==> config.mk <==
export PLATFORM = sky130hd
export DESIGN_NAME = vcache_tile
export DESIGN_NICKNAME = d
export VERILOG_FILES = /design/src/hdl/vcache_pkg.sv /design/src/hdl/vcache_fifo.sv /design/src/hdl/link_to_cache.sv /design/src/hdl/vcache_core.sv /design/src/hdl/cache_dma_wb.sv /design/src/hdl/vcache_tile.sv
export SDC_FILE = /design/constraint.sdc
export NUM_CORES = 2
export LEC_CHECK = 0
export ABC_AREA = 1
export BUFFER_PORTS_ARGS = -buffer_cell sky130_fd_sc_hd__buf_2
export CAP_MARGIN = 10
export CORE_MARGIN = 1
export CORE_UTILIZATION = 50
export DETAILED_ROUTE_END_ITERATION = 8
export HOLD_SLACK_MARGIN = 0.03
export PLACE_DENSITY_LB_ADDON = 0.3
export SLEW_MARGIN = 0
export SYNTH_ARGS = -nofsm -noshare
export SYNTH_HDL_FRONTEND = slang
export SYNTH_SLANG_ARGS = --single-unit
==> constraint.sdc <==
create_clock -name clk_i -period 5 [get_ports clk_i]
set_input_delay 0.75 -clock clk_i [delete_from_list [all_inputs] [get_ports clk_i]]
set_output_delay 0.75 -clock clk_i [all_outputs]
set_load 0.005 [all_outputs]
==> src/hdl/vcache_pkg.sv <==
// ====================
// vcache tile shared definitions
// address split, op codes and payload structs
// ====================
package vcache_pkg;

  // word addressed, 32-bit words
  localparam int addr_width_lp   = 12;
  localparam int data_width_lp   = 32;
  localparam int mask_width_lp   = data_width_lp / 8;

  // direct-mapped geometry
  localparam int block_words_lp  = 4;
  localparam int sets_lp         = 16;
  localparam int offset_width_lp = $clog2(block_words_lp);
  localparam int index_width_lp  = $clog2(sets_lp);
  localparam int tag_width_lp    = addr_width_lp - index_width_lp - offset_width_lp;
  localparam int block_addr_width_lp = addr_width_lp - offset_width_lp;

  localparam int cord_width_lp   = 4;
  localparam int tag_id_width_lp = 4;
  localparam int req_fifo_els_lp = 4;

  typedef enum logic [1:0] {
    op_load    = 2'b00,
    op_store   = 2'b01,
    op_amo_add = 2'b10
  } cache_op_e;

  // 54 bits
  typedef struct packed {
    cache_op_e                  op;
    logic [addr_width_lp-1:0]   addr;
    logic [data_width_lp-1:0]   data;
    logic [mask_width_lp-1:0]   mask;
    logic [tag_id_width_lp-1:0] id;
  } cache_req_s;

  // 37 bits
  typedef struct packed {
    logic [data_width_lp-1:0]   data;
    logic [tag_id_width_lp-1:0] id;
    logic                       store_ack;
  } cache_resp_s;

endpackage

==> src/hdl/vcache_fifo.sv <==
// ====================
// small circular FIFO
// payload type set per instance
// ====================
`timescale 1ns/1ns

module vcache_fifo #(
  parameter type payload_t = logic [7:0]
  , parameter int els_p = 4
) (
  input clk_i
  , input rst_n_i

  , input  logic     v_i
  , output logic     ready_o
  , input  payload_t data_i

  , output logic     v_o
  , input  logic     yumi_i
  , output payload_t data_o
);

  payload_t mem_r [els_p];

  logic [$clog2(els_p)-1:0]   rd_ptr_r;
  logic [$clog2(els_p)-1:0]   wr_ptr_r;
  logic [$clog2(els_p+1)-1:0] count_r;
  logic [$clog2(els_p+1)-1:0] count_n;
  logic ready_r;
  logic enq;
  logic deq;

  assign enq     = v_i & ready_r;
  assign deq     = yumi_i & v_o;
  assign ready_o = ready_r;
  assign v_o     = (count_r != '0);
  assign data_o  = mem_r[rd_ptr_r];

  always_comb begin
    count_n = count_r;
    if (enq && !deq) begin
      count_n = count_r + 1'b1;
    end else if (deq && !enq) begin
      count_n = count_r - 1'b1;
    end
  end

  always_ff @(posedge clk_i) begin
    if (enq) begin
      mem_r[wr_ptr_r] <= data_i;
    end
  end

  // ready is registered, so it stays low one cycle past reset
  always_ff @(posedge clk_i) begin
    if (!rst_n_i) begin
      rd_ptr_r <= '0;
      wr_ptr_r <= '0;
      count_r  <= '0;
      ready_r  <= 1'b0;
    end else begin
      count_r <= count_n;
      ready_r <= (count_n != ($clog2(els_p+1))'(els_p));
      if (enq) begin
        wr_ptr_r <= (wr_ptr_r == ($clog2(els_p))'(els_p-1)) ? '0 : wr_ptr_r + 1'b1;
      end
      if (deq) begin
        rd_ptr_r <= (rd_ptr_r == ($clog2(els_p))'(els_p-1)) ? '0 : rd_ptr_r + 1'b1;
      end
    end
  end

endmodule

==> src/hdl/link_to_cache.sv <==
// ====================
// core port to cache adapter
// request/response FIFOs, response tagging
// ====================
`timescale 1ns/1ns

module link_to_cache
  import vcache_pkg::*;
(
  input clk_i
  , input rst_n_i

  , input  logic                       req_v_i
  , output logic                       req_ready_o
  , input  cache_op_e                  req_op_i
  , input  logic [addr_width_lp-1:0]   req_addr_i
  , input  logic [data_width_lp-1:0]   req_data_i
  , input  logic [mask_width_lp-1:0]   req_mask_i
  , input  logic [tag_id_width_lp-1:0] req_id_i

  , output logic                       resp_v_o
  , input  logic                       resp_ready_i
  , output logic [data_width_lp-1:0]   resp_data_o
  , output logic [tag_id_width_lp-1:0] resp_id_o
  , output logic                       resp_store_ack_o

  , output logic                       pkt_v_o
  , input  logic                       pkt_yumi_i
  , output cache_op_e                  pkt_op_o
  , output logic [addr_width_lp-1:0]   pkt_addr_o
  , output logic [data_width_lp-1:0]   pkt_data_o
  , output logic [mask_width_lp-1:0]   pkt_mask_o

  , input  logic                       result_v_i
  , input  logic [data_width_lp-1:0]   result_data_i
  , output logic                       result_yumi_o
);

  cache_req_s  req_in;
  cache_req_s  req_head;
  cache_resp_s resp_in;
  cache_resp_s resp_head;
  logic req_head_v;
  logic resp_fifo_ready;

  // id and kind of the packet the cache is working on
  logic [tag_id_width_lp-1:0] id_r;
  logic store_r;

  assign req_in.op   = req_op_i;
  assign req_in.addr = req_addr_i;
  assign req_in.data = req_data_i;
  assign req_in.mask = req_mask_i;
  assign req_in.id   = req_id_i;

  vcache_fifo #(
    .payload_t(cache_req_s)
    ,.els_p(req_fifo_els_lp)
  ) req_fifo (
    .clk_i(clk_i)
    ,.rst_n_i(rst_n_i)
    ,.v_i(req_v_i)
    ,.ready_o(req_ready_o)
    ,.data_i(req_in)
    ,.v_o(req_head_v)
    ,.yumi_i(pkt_yumi_i)
    ,.data_o(req_head)
  );

  // only offer a packet when its answer is sure to fit
  assign pkt_v_o    = req_head_v & resp_fifo_ready;
  assign pkt_op_o   = req_head.op;
  assign pkt_addr_o = req_head.addr;
  assign pkt_data_o = req_head.data;
  assign pkt_mask_o = req_head.mask;

  always_ff @(posedge clk_i) begin
    if (pkt_yumi_i) begin
      id_r    <= req_head.id;
      store_r <= (req_head.op == op_store);
    end
  end

  // stores answer with zero data and the ack flag
  assign resp_in.data      = store_r ? '0 : result_data_i;
  assign resp_in.id        = id_r;
  assign resp_in.store_ack = store_r;
  assign result_yumi_o     = result_v_i & resp_fifo_ready;

  vcache_fifo #(
    .payload_t(cache_resp_s)
    ,.els_p(req_fifo_els_lp)
  ) resp_fifo (
    .clk_i(clk_i)
    ,.rst_n_i(rst_n_i)
    ,.v_i(result_v_i)
    ,.ready_o(resp_fifo_ready)
    ,.data_i(resp_in)
    ,.v_o(resp_v_o)
    ,.yumi_i(resp_v_o & resp_ready_i)
    ,.data_o(resp_head)
  );

  assign resp_data_o      = resp_head.data;
  assign resp_id_o        = resp_head.id;
  assign resp_store_ack_o = resp_head.store_ack;

endmodule

==> src/hdl/vcache_core.sv <==
// ====================
// direct-mapped write-back cache
// blocking, one packet at a time, atomic add
// ====================
`timescale 1ns/1ns

module vcache_core
  import vcache_pkg::*;
(
  input clk_i
  , input rst_n_i

  , input  logic                           pkt_v_i
  , output logic                           pkt_yumi_o
  , input  cache_op_e                      pkt_op_i
  , input  logic [addr_width_lp-1:0]       pkt_addr_i
  , input  logic [data_width_lp-1:0]       pkt_data_i
  , input  logic [mask_width_lp-1:0]       pkt_mask_i
  , output logic                           result_v_o
  , output logic [data_width_lp-1:0]       result_data_o
  , input  logic                           result_yumi_i

  , output logic                           dma_req_v_o
  , output logic                           dma_write_o
  , output logic [block_addr_width_lp-1:0] dma_block_addr_o
  , input  logic                           dma_done_i
  , input  logic [offset_width_lp-1:0]     dma_word_idx_i
  , output logic [data_width_lp-1:0]       dma_wdata_o
  , input  logic                           dma_fill_v_i
  , input  logic [data_width_lp-1:0]       dma_fill_data_i
);

  typedef enum logic [2:0] {
    st_idle,
    st_lookup,
    st_evict,
    st_fill,
    st_result
  } state_e;

  state_e state_r;

  logic [sets_lp-1:0]      valid_r;
  logic [sets_lp-1:0]      dirty_r;
  logic [tag_width_lp-1:0] tag_r [sets_lp];
  logic [data_width_lp-1:0] data_r [sets_lp][block_words_lp];
  logic [data_width_lp-1:0] result_r;

  logic [tag_width_lp-1:0]    pkt_tag;
  logic [index_width_lp-1:0]  pkt_index;
  logic [offset_width_lp-1:0] pkt_offset;
  logic hit;
  logic [data_width_lp-1:0] old_word;
  logic [data_width_lp-1:0] store_word;
  logic [data_width_lp-1:0] new_word;

  // packet stays at the FIFO head until yumi, so the address is stable
  assign {pkt_tag, pkt_index, pkt_offset} = pkt_addr_i;

  assign hit      = valid_r[pkt_index] && (tag_r[pkt_index] == pkt_tag);
  assign old_word = data_r[pkt_index][pkt_offset];

  // byte merge under the mask
  always_comb begin
    store_word = old_word;
    for (int b = 0; b < mask_width_lp; b++) begin
      if (pkt_mask_i[b]) begin
        store_word[8*b +: 8] = pkt_data_i[8*b +: 8];
      end
    end
  end

  assign new_word = (pkt_op_i == op_amo_add) ? old_word + pkt_data_i : store_word;

  // accept only on a hit, misses refill first and retry
  assign pkt_yumi_o    = (state_r == st_lookup) & pkt_v_i & hit;
  assign result_v_o    = (state_r == st_result);
  assign result_data_o = result_r;

  assign dma_req_v_o = (state_r == st_evict) | (state_r == st_fill);
  assign dma_write_o = (state_r == st_evict);
  // victim block uses the stored tag
  assign dma_block_addr_o = (state_r == st_evict)
                          ? {tag_r[pkt_index], pkt_index}
                          : {pkt_tag, pkt_index};
  assign dma_wdata_o = data_r[pkt_index][dma_word_idx_i];

  always_ff @(posedge clk_i) begin
    if (!rst_n_i) begin
      state_r <= st_idle;
      valid_r <= '0;
      dirty_r <= '0;
    end else begin
      case (state_r)
        st_idle: begin
          if (pkt_v_i) begin
            state_r <= st_lookup;
          end
        end
        st_lookup: begin
          if (!pkt_v_i) begin
            state_r <= st_idle;
          end else if (hit) begin
            state_r <= st_result;
            if (pkt_op_i != op_load) begin
              dirty_r[pkt_index] <= 1'b1;
            end
          end else if (valid_r[pkt_index] && dirty_r[pkt_index]) begin
            state_r <= st_evict;
          end else begin
            state_r <= st_fill;
          end
        end
        st_evict: begin
          if (dma_done_i) begin
            dirty_r[pkt_index] <= 1'b0;
            state_r <= st_fill;
          end
        end
        st_fill: begin
          if (dma_done_i) begin
            valid_r[pkt_index] <= 1'b1;
            dirty_r[pkt_index] <= 1'b0;
            state_r <= st_lookup;
          end
        end
        st_result: begin
          if (result_yumi_i) begin
            state_r <= st_idle;
          end
        end
        default: state_r <= st_idle;
      endcase
    end
  end

  // arrays and result word
  always_ff @(posedge clk_i) begin
    if (pkt_yumi_o) begin
      result_r <= old_word;
      if (pkt_op_i != op_load) begin
        data_r[pkt_index][pkt_offset] <= new_word;
      end
    end
    if ((state_r == st_fill) && dma_fill_v_i) begin
      data_r[pkt_index][dma_word_idx_i] <= dma_fill_data_i;
    end
    if ((state_r == st_fill) && dma_done_i) begin
      tag_r[pkt_index] <= pkt_tag;
    end
  end

endmodule

==> src/hdl/cache_dma_wb.sv <==
// ====================
// cache DMA to Wishbone classic
// one block as 4 single-beat cycles
// ====================
`timescale 1ns/1ns

module cache_dma_wb
  import vcache_pkg::*;
(
  input clk_i
  , input rst_n_i

  , input  logic                           dma_req_v_i
  , input  logic                           dma_write_i
  , input  logic [block_addr_width_lp-1:0] dma_block_addr_i
  , output logic                           dma_done_o
  , output logic [offset_width_lp-1:0]     dma_word_idx_o
  , input  logic [data_width_lp-1:0]       dma_wdata_i
  , output logic                           dma_fill_v_o
  , output logic [data_width_lp-1:0]       dma_fill_data_o

  , output logic                           wb_cyc_o
  , output logic                           wb_stb_o
  , output logic                           wb_we_o
  , output logic [addr_width_lp-1:0]       wb_adr_o
  , output logic [data_width_lp-1:0]       wb_dat_o
  , output logic [mask_width_lp-1:0]       wb_sel_o
  , input  logic [data_width_lp-1:0]       wb_dat_i
  , input  logic                           wb_ack_i
);

  typedef enum logic [1:0] {
    st_idle,
    st_beat,
    st_gap
  } state_e;

  state_e state_r;
  logic write_r;
  logic [block_addr_width_lp-1:0] block_addr_r;
  logic [offset_width_lp-1:0] beat_r;
  logic beat_ack;
  logic last_beat;

  assign beat_ack  = (state_r == st_beat) & wb_ack_i;
  assign last_beat = (beat_r == offset_width_lp'(block_words_lp - 1));

  // bus held steady through the beat until ack
  assign wb_cyc_o = (state_r == st_beat);
  assign wb_stb_o = (state_r == st_beat);
  assign wb_we_o  = write_r;
  assign wb_adr_o = {block_addr_r, beat_r};
  assign wb_dat_o = dma_wdata_i;
  assign wb_sel_o = '1;

  assign dma_word_idx_o  = beat_r;
  assign dma_fill_v_o    = beat_ack & ~write_r;
  assign dma_fill_data_o = wb_dat_i;
  assign dma_done_o      = beat_ack & last_beat;

  always_ff @(posedge clk_i) begin
    if (!rst_n_i) begin
      state_r <= st_idle;
      write_r <= 1'b0;
      beat_r  <= '0;
    end else begin
      case (state_r)
        st_idle: begin
          if (dma_req_v_i) begin
            state_r <= st_beat;
            write_r <= dma_write_i;
            beat_r  <= '0;
          end
        end
        st_beat: begin
          if (wb_ack_i) begin
            if (last_beat) begin
              state_r <= st_idle;
            end else begin
              state_r <= st_gap;
              beat_r  <= beat_r + 1'b1;
            end
          end
        end
        // one idle cycle closes each classic cycle
        st_gap: state_r <= st_beat;
        default: state_r <= st_idle;
      endcase
    end
  end

  always_ff @(posedge clk_i) begin
    if ((state_r == st_idle) && dma_req_v_i) begin
      block_addr_r <= dma_block_addr_i;
    end
  end

endmodule

==> src/hdl/vcache_tile.sv <==
// ====================
// vcache tile top
// reset and coordinate registers, link, cache, DMA
// ====================
`timescale 1ns/1ns

module vcache_tile
  import vcache_pkg::*;
(
  input clk_i
  , input rst_n_i

  , input  logic [cord_width_lp-1:0]   global_x_i
  , input  logic [cord_width_lp-1:0]   global_y_i
  , output logic [cord_width_lp-1:0]   global_x_o
  , output logic [cord_width_lp-1:0]   global_y_o

  , input  logic                       req_v_i
  , output logic                       req_ready_o
  , input  cache_op_e                  req_op_i
  , input  logic [addr_width_lp-1:0]   req_addr_i
  , input  logic [data_width_lp-1:0]   req_data_i
  , input  logic [mask_width_lp-1:0]   req_mask_i
  , input  logic [tag_id_width_lp-1:0] req_id_i
  , output logic                       resp_v_o
  , input  logic                       resp_ready_i
  , output logic [data_width_lp-1:0]   resp_data_o
  , output logic [tag_id_width_lp-1:0] resp_id_o
  , output logic                       resp_store_ack_o

  , output logic                       wb_cyc_o
  , output logic                       wb_stb_o
  , output logic                       wb_we_o
  , output logic [addr_width_lp-1:0]   wb_adr_o
  , output logic [data_width_lp-1:0]   wb_dat_o
  , output logic [mask_width_lp-1:0]   wb_sel_o
  , input  logic [data_width_lp-1:0]   wb_dat_i
  , input  logic                       wb_ack_i
);

  logic rst_n_r;
  logic [cord_width_lp-1:0] global_x_r;
  logic [cord_width_lp-1:0] global_y_r;

  // reset and coordinates each take one flop
  always_ff @(posedge clk_i) begin
    rst_n_r    <= rst_n_i;
    global_x_r <= global_x_i;
    global_y_r <= global_y_i;
  end

  assign global_x_o = global_x_r;
  // next tile down the column
  assign global_y_o = cord_width_lp'(global_y_r + 1'b1);

  logic pkt_v;
  logic pkt_yumi;
  cache_op_e pkt_op;
  logic [addr_width_lp-1:0] pkt_addr;
  logic [data_width_lp-1:0] pkt_data;
  logic [mask_width_lp-1:0] pkt_mask;
  logic result_v;
  logic [data_width_lp-1:0] result_data;
  logic result_yumi;

  logic dma_req_v;
  logic dma_write;
  logic [block_addr_width_lp-1:0] dma_block_addr;
  logic dma_done;
  logic [offset_width_lp-1:0] dma_word_idx;
  logic [data_width_lp-1:0] dma_wdata;
  logic dma_fill_v;
  logic [data_width_lp-1:0] dma_fill_data;

  // core port signals share names with the top ports
  link_to_cache link (
    .rst_n_i(rst_n_r)
    ,.pkt_v_o(pkt_v)
    ,.pkt_yumi_i(pkt_yumi)
    ,.pkt_op_o(pkt_op)
    ,.pkt_addr_o(pkt_addr)
    ,.pkt_data_o(pkt_data)
    ,.pkt_mask_o(pkt_mask)
    ,.result_v_i(result_v)
    ,.result_data_i(result_data)
    ,.result_yumi_o(result_yumi)
    ,.*
  );

  vcache_core cache (
    .clk_i(clk_i)
    ,.rst_n_i(rst_n_r)
    ,.pkt_v_i(pkt_v)
    ,.pkt_yumi_o(pkt_yumi)
    ,.pkt_op_i(pkt_op)
    ,.pkt_addr_i(pkt_addr)
    ,.pkt_data_i(pkt_data)
    ,.pkt_mask_i(pkt_mask)
    ,.result_v_o(result_v)
    ,.result_data_o(result_data)
    ,.result_yumi_i(result_yumi)
    ,.dma_req_v_o(dma_req_v)
    ,.dma_write_o(dma_write)
    ,.dma_block_addr_o(dma_block_addr)
    ,.dma_done_i(dma_done)
    ,.dma_word_idx_i(dma_word_idx)
    ,.dma_wdata_o(dma_wdata)
    ,.dma_fill_v_i(dma_fill_v)
    ,.dma_fill_data_i(dma_fill_data)
  );

  // Wishbone ports connect by name
  cache_dma_wb dma (
    .rst_n_i(rst_n_r)
    ,.dma_req_v_i(dma_req_v)
    ,.dma_write_i(dma_write)
    ,.dma_block_addr_i(dma_block_addr)
    ,.dma_done_o(dma_done)
    ,.dma_word_idx_o(dma_word_idx)
    ,.dma_wdata_i(dma_wdata)
    ,.dma_fill_v_o(dma_fill_v)
    ,.dma_fill_data_o(dma_fill_data)
    ,.*
  );

endmodule

### Yosys cells after proc, flatten, opt, wreduce, memory -nomap -nowiden

Memories as Yosys holds them, arrays and structs flattened. A register that Yosys moved wholly into a read port is not among the register bits.
Cells that the tools add are included.

| cells by class | value |
|---|---|
| muxes and demuxes | 195 |
| $add $sub $neg | 11 |
| magnitude comparators | 6 |
| reduce and logical (&&, ||, !) cells | 30 |
| bitwise logic cells | 147 |
| equality and inequality tests | 27 |

Operators by type and width:

| kind | number |
|---|---|
| 2-to-1 mux 128 bit | 2 |
| 2-to-1 mux 32 bit | 8 |
| 2-to-1 mux 1 bit | 141 |
| OR 1 bit | 129 |
| binary-select mux 32 bit (select 2 bit) | 2 |
| demux 32 bit (select 2 bit) | 2 |
| 2-to-1 mux 16 bit | 4 |
| adder 32 bit | 1 |
| 2-to-1 mux 8 bit | 4 |
| OR 16 bit | 2 |
| one-hot mux 16 bit (2 select lines) | 1 |
| 2-to-1 mux 3 bit | 10 |
| 2-to-1 mux 2 bit | 14 |
| bitwise AND 16 bit | 1 |
| NOT 16 bit | 1 |
| one-hot mux 3 bit (5 select lines) | 1 |
| == test 2 bit, second input constant | 7 |
| != test 2 x 1 -> 1 bit, second input constant | 7 |
| logical AND 1 bit | 12 |
| bitwise AND 1 bit | 11 |
| adder 2 x 1 -> 2 bit, second input constant | 5 |
| 2-to-1 mux 10 bit | 1 |
| binary-select mux 1 bit (select 4 bit) | 2 |
| != test 2 bit, second input constant | 4 |
| other kinds (27) | 44 |

| word-level totals | value |
|---|---|
| register bits | 112 |
| output and inout bits | 98 |
| RAM bits | 2508 |
| memories | 4 |
| bits of input ports | 99 |

Memory list:

| name | words | bits a word | read ports | clocked after Yosys merged registers in | wr ports | line | RTL |
|---|---|---|---|---|---|---|---|
| cache.data_r | 16 | 128 | 1 | 0 | 1 | vcache_core.sv:46 | `logic [data_width_lp-1:0] data_r [sets_lp][block_words_lp];` |
| link.req_fifo.mem_r | 4 | 54 | 1 | 1 | 1 | vcache_fifo.sv:23 | `payload_t mem_r [els_p];` |
| link.resp_fifo.mem_r | 4 | 37 | 1 | 1 | 1 | vcache_fifo.sv:23 |  |
| cache.tag_r | 16 | 6 | 1 | 0 | 1 | vcache_core.sv:45 | `logic [tag_width_lp-1:0] tag_r [sets_lp];` |

### Longest topological paths before layout

| logic depth | value |
|---|---|
| depth after elaboration | 9 |
| gate-level depth with buffers | 34 |

### Cells and area by module

Synthesis repeated with hierarchy kept, for this count alone.

| second synthesis, totals | value |
|---|---|
| cells, all modules | 7658 |
| area total of the unflattened synthesis | 104322.6 um^2 |

Modules (own cells, without submodules):

| module | times used | area an instance (um^2) | cells an instance | sequential area each (um^2) |
|---|---|---|---|---|
| vcache_core | 1 | 87933.1 | 6411 | 66043.3 |
| vcache_fifo at link.req_fifo | 1 | 8562.0 | 595 | 6686.4 |
| vcache_fifo at link.resp_fifo | 1 | 6034.5 | 431 | 4644.5 |
| cache_dma_wb | 1 | 1111.1 | 124 | 400.4 |
| link_to_cache | 1 | 454.2 | 80 | 150.1 |
| vcache_tile | 1 | 227.7 | 17 | 180.2 |

### Worst setup path before layout

No wires, ideal clock.

| timing | value |
|---|---|
| kind | reg-to-reg |
| from | reg (tool-made name) |
| to | mem cache.data_r[5][100] in the netlist's numbering (enable) |
| arrival | 4.404 ns |
| library setup time | 0.432 ns |
| stages on the path, launching flop included | 23 |
| slack | 0.164 ns |
| path buffers | 5 |
| cell sequence | dfxtp_1 > buf_6 > inv_4 > buf_8 > nand2_2 > nand3_2 > nand2_4 > buf_12 > nand2_8 > buf_4 > o22ai_1 > o21ai_1 > nand2_1 > nor2_2 > nor2_1 > a21oi_1 > nand2_1 > nor2_2 > nand3_4 > inv_4 > nand3_2 > buf_2 > a21oi_1 |

RTL lines:

| element | line |
|---|---|
| end, declared | vcache_core.sv:46 |

==> results.toml <==
[pwr]
p_int_w = 0.0418
total_power_w = 0.0573
netSwitchingFraction_pct = 27.0
p_per_area_nw_per_um2 = 442
leakagePower_nw = 44.6
switchingPower_w = 0.0155
power.share.clock_pct = 35.5
comb_power_share_pct = 19.6
vdd.ir_drop.worst_mv = 0.393
seqPwrFrac_pct = 44.9

[sta]
slew_violations = 0
layout_setup_ws_ns = -0.280
slew_headroom_pct = 19.1
setup_viol = 1348
tightest_slew_ns = 1.21
hold_ws_ns = 0.0680
min_period_ns = 5.28
fin_crit_sh_pct = 106
fmax_mhz = 189
tns_ns = -114.93
fin_worst_skew_ns = 0.0717
hold_violations = 0
rsz0062_at_grt = "true"

[critical_path]
worst_setup_path_start_kind = "flop"
crit_top_cell = "buf_4"
max_stage_delay_ns = 0.38
cp-end-kind = "flop"
cp_slowest_cell = "dfxtp_4"
crit_arrival_ns = 5.97
worstSetupPathType = "flop to flop"
worstPathRequired_ns = 5.69
crit_fanout = 16

[clocking]
clock_path_buffers = 4
numCtsBuffers = 286
root_buffer = "clkbuf_16"
cts.clk_slew.worst_paths_ns = 0.06
cts.sink_count = 2624
cts_tree = "built"
htree_levels = 5
insertion_delay_ns = 0.96

[synthesis]
ys_seq_area_share_pct = 75.9
synth-compound-area-share_pct = 13.8
syn_avg_cell_area_sq_um = 14.3
synth_top_area_share_pct = 74.5
synth_xor_area_share_pct = 0.0510
synth_mux_area_share_pct = 0.0681
synth_top_family_by_area = "compound AO/OA/AOI/OAI gates"
async_flop_share_pct = 0
synth-edff-count = 2555
ys_types = 71
netlist_area_sq_um = 103000
synth_cells = 7189
synth_simple_gate_area_share_pct = 6.33
synth_fa_ha_area_share_pct = 0.761
synth_seq_cells = 2624
ys_warn_count = 0
synth_area_leaders = "edfxtp_1 (75%), a22oi_1 (4.0%), o22ai_1 (3.6%)"
yosysTopAreaCell = "edfxtp_1"
synth_ff_type = "edfxtp_1"

[grt]
grt_pass1_wl_mm = 487
grt_pass1_vias = 69300
antenna_found_initial = 26
track_usage_pct = 32.6
overflow = 0
grt_max_degree = 79

[run_status]
violations = "setup timing"
status = "complete, but fails checks"

[layout]
area_delta_synth_final_pct = 25.8
fin_nets = 8581
regArea_sq_um = 78100
fillers = 14400
multi_input_area_sq_um = 23600
design_area_sq_um = 130000
drive_gt1_share_pct = 24.5

[placed_design]
place_area_sq_um = 117000
io_buffers = 192
gp_congestion = 0.975
pre_cts_slack_ns = -0.967
dp_hpwl_mm = 223

[detailed_routing]
route.vias.total = 72300
drt_iter0_drc = 10700
drt_wl_total_mm = 347
wl_per_cell_um = 30.7
drc_errors = 0
ant_nets = 0
firstDrtPassIters = 6
viasPerCell = 6.39

[floorplan]
fp.dieW_um = 456
coreArea_sq_um = 205000
rows = 166
ios = 197
dieHeight_um = 456
initial_utilization_pct = 50.3
design.die.area_sq_um = 208000

[hold_path]
hp-class = "primary input to flop"
hp-start = "req_addr_i[4]"

[job]
cap_violations = 0
-- cell families after synthesis --
family / after synthesis
adders and majority gates: 62
xor gates and xnor gates: 6
DFF: 2624
other: 1
muxes: 7
AOI/OAI and AO/OA: 2305
buffers and inverters: 704
and+or+nand+nor: 1480
-- cell usage after synthesis (all sizes together), types with 18 or more instances --
cell type	n
nand4	34
nand3	152
a22oi	546
edfxtp	2555
a21oi	447
o22ai	597
or2	51
o21ai	605
nor4	41
a32o	18
nor2	408
nand2	723
ha	61
dfxtp	69
buf	274
nor3	40
clkbuf	175
nand3b	30
inv	248
-- worst max-delay path: cells and delay by family (launching register included) --
kind            cells  cell delay, ns
simple gates       13            1.69
flops               1            0.38
fa+ha+maj           1            0.28
buf+inv            11            1.71
compound gates      6            0.92
-- repair_timing --
item	4_1_cts	5_1_grt
buffers inserted	55	27
setup endpoints to repair	1996	1941
gates cloned	16	4
pin swaps	30	39
hold buffers	60	0
endpoints found under the hold margin	207	0
resized for setup	232	143
-- stage by stage --
step                      std cells  utilization [%]
after floorplan                7192                -
after global placement        10700             57.4
after detailed placement      10700             57.4
after CTS                     11300             62.9
after global routing          11300             63.3
final                         11300             63.3
-- cell usage in the layout (no fill, tap or decap), drive strengths merged, types with 16 or more instances in the layout --
master and n:
dlygate4sd3 60, a211oi 17, nor2 409, dfxtp 69, o21ai 605, nand3b 30
edfxtp 2555, or2 51, buf 1314, o211ai 16, a21oi 447, nand3 152
nor3 40, o22ai 597, a32oi 16, a32o 18, clkinv 109, nand2 723
ha 61, nand4 34, nor4 41, bufinv 23, clkbuf 350, a22oi 546
inv 254
-- power by group through the flow --
| stage | Sequential, W | Combinational, W | Clock (W) |
|---|---|---|---|
| 2_1_floorplan | 0.0262 | 0.00421 | 0 |
| 3_3_place_gp | 0.0262 | 0.00986 | 0 |
| 3_5_place_dp | 0.0262 | 0.0100 | 0 |
| 4_1_cts | 0.0257 | 0.0107 | 0.0204 |
| 5_1_grt | 0.0257 | 0.0117 | 0.0213 |
| 6_report | 0.0257 | 0.0112 | 0.0203 |
-- final timing paths --
kind | endpoint | slack (ns) | cells past startpoint
worst min register to register | cache.valid_r[13] | 0.47 | 1
worst max-delay path | cache.data_r[0][54] | -0.28 | 31
worst min-delay path | link.req_fifo.mem_r[1][44] | 0.07 | 1
worst max register to register | cache.data_r[0][54] | -0.28 | 31
-- layer usage --
layer | up-vias | routed length [um] | global-route usage (%)
li1 | 30300 | - | -
met1 | 35800 | 124000 | 42.0
met2 | 5010 | 157000 | 50.3
met3 | 1129 | 43000 | 8.68
met4 | 12 | 22800 | 18.2
met5 | - | 241 | 0
-- flip-flops by register name, summed over array words and instances (netlist names), 4 cells and up, named ones only --
name                  count
cache.result_data_o      32
cache.valid_r            16
cache.data_r           2048
link.req_fifo.mem_r     216
link.resp_fifo.mem_r    148
cache.tag_r              96
link.id_r                 4
dma.block_addr_r         10
global_y_r                4
global_x_o                4
-- layout make-up --
class	count	share of cell area (%)
sequential	2624	60.3
multi-input combinational	3865	18.3
timing repair buffer	1386	11.2
clock buffer	346	5.85
tap	2688	2.60
clock inverter	134	0.965
inverter	255	0.802
antenna	15	0.0290
timing repair inverter	2	0.0174
Note: power is estimated with default switching activity, not from simulation.
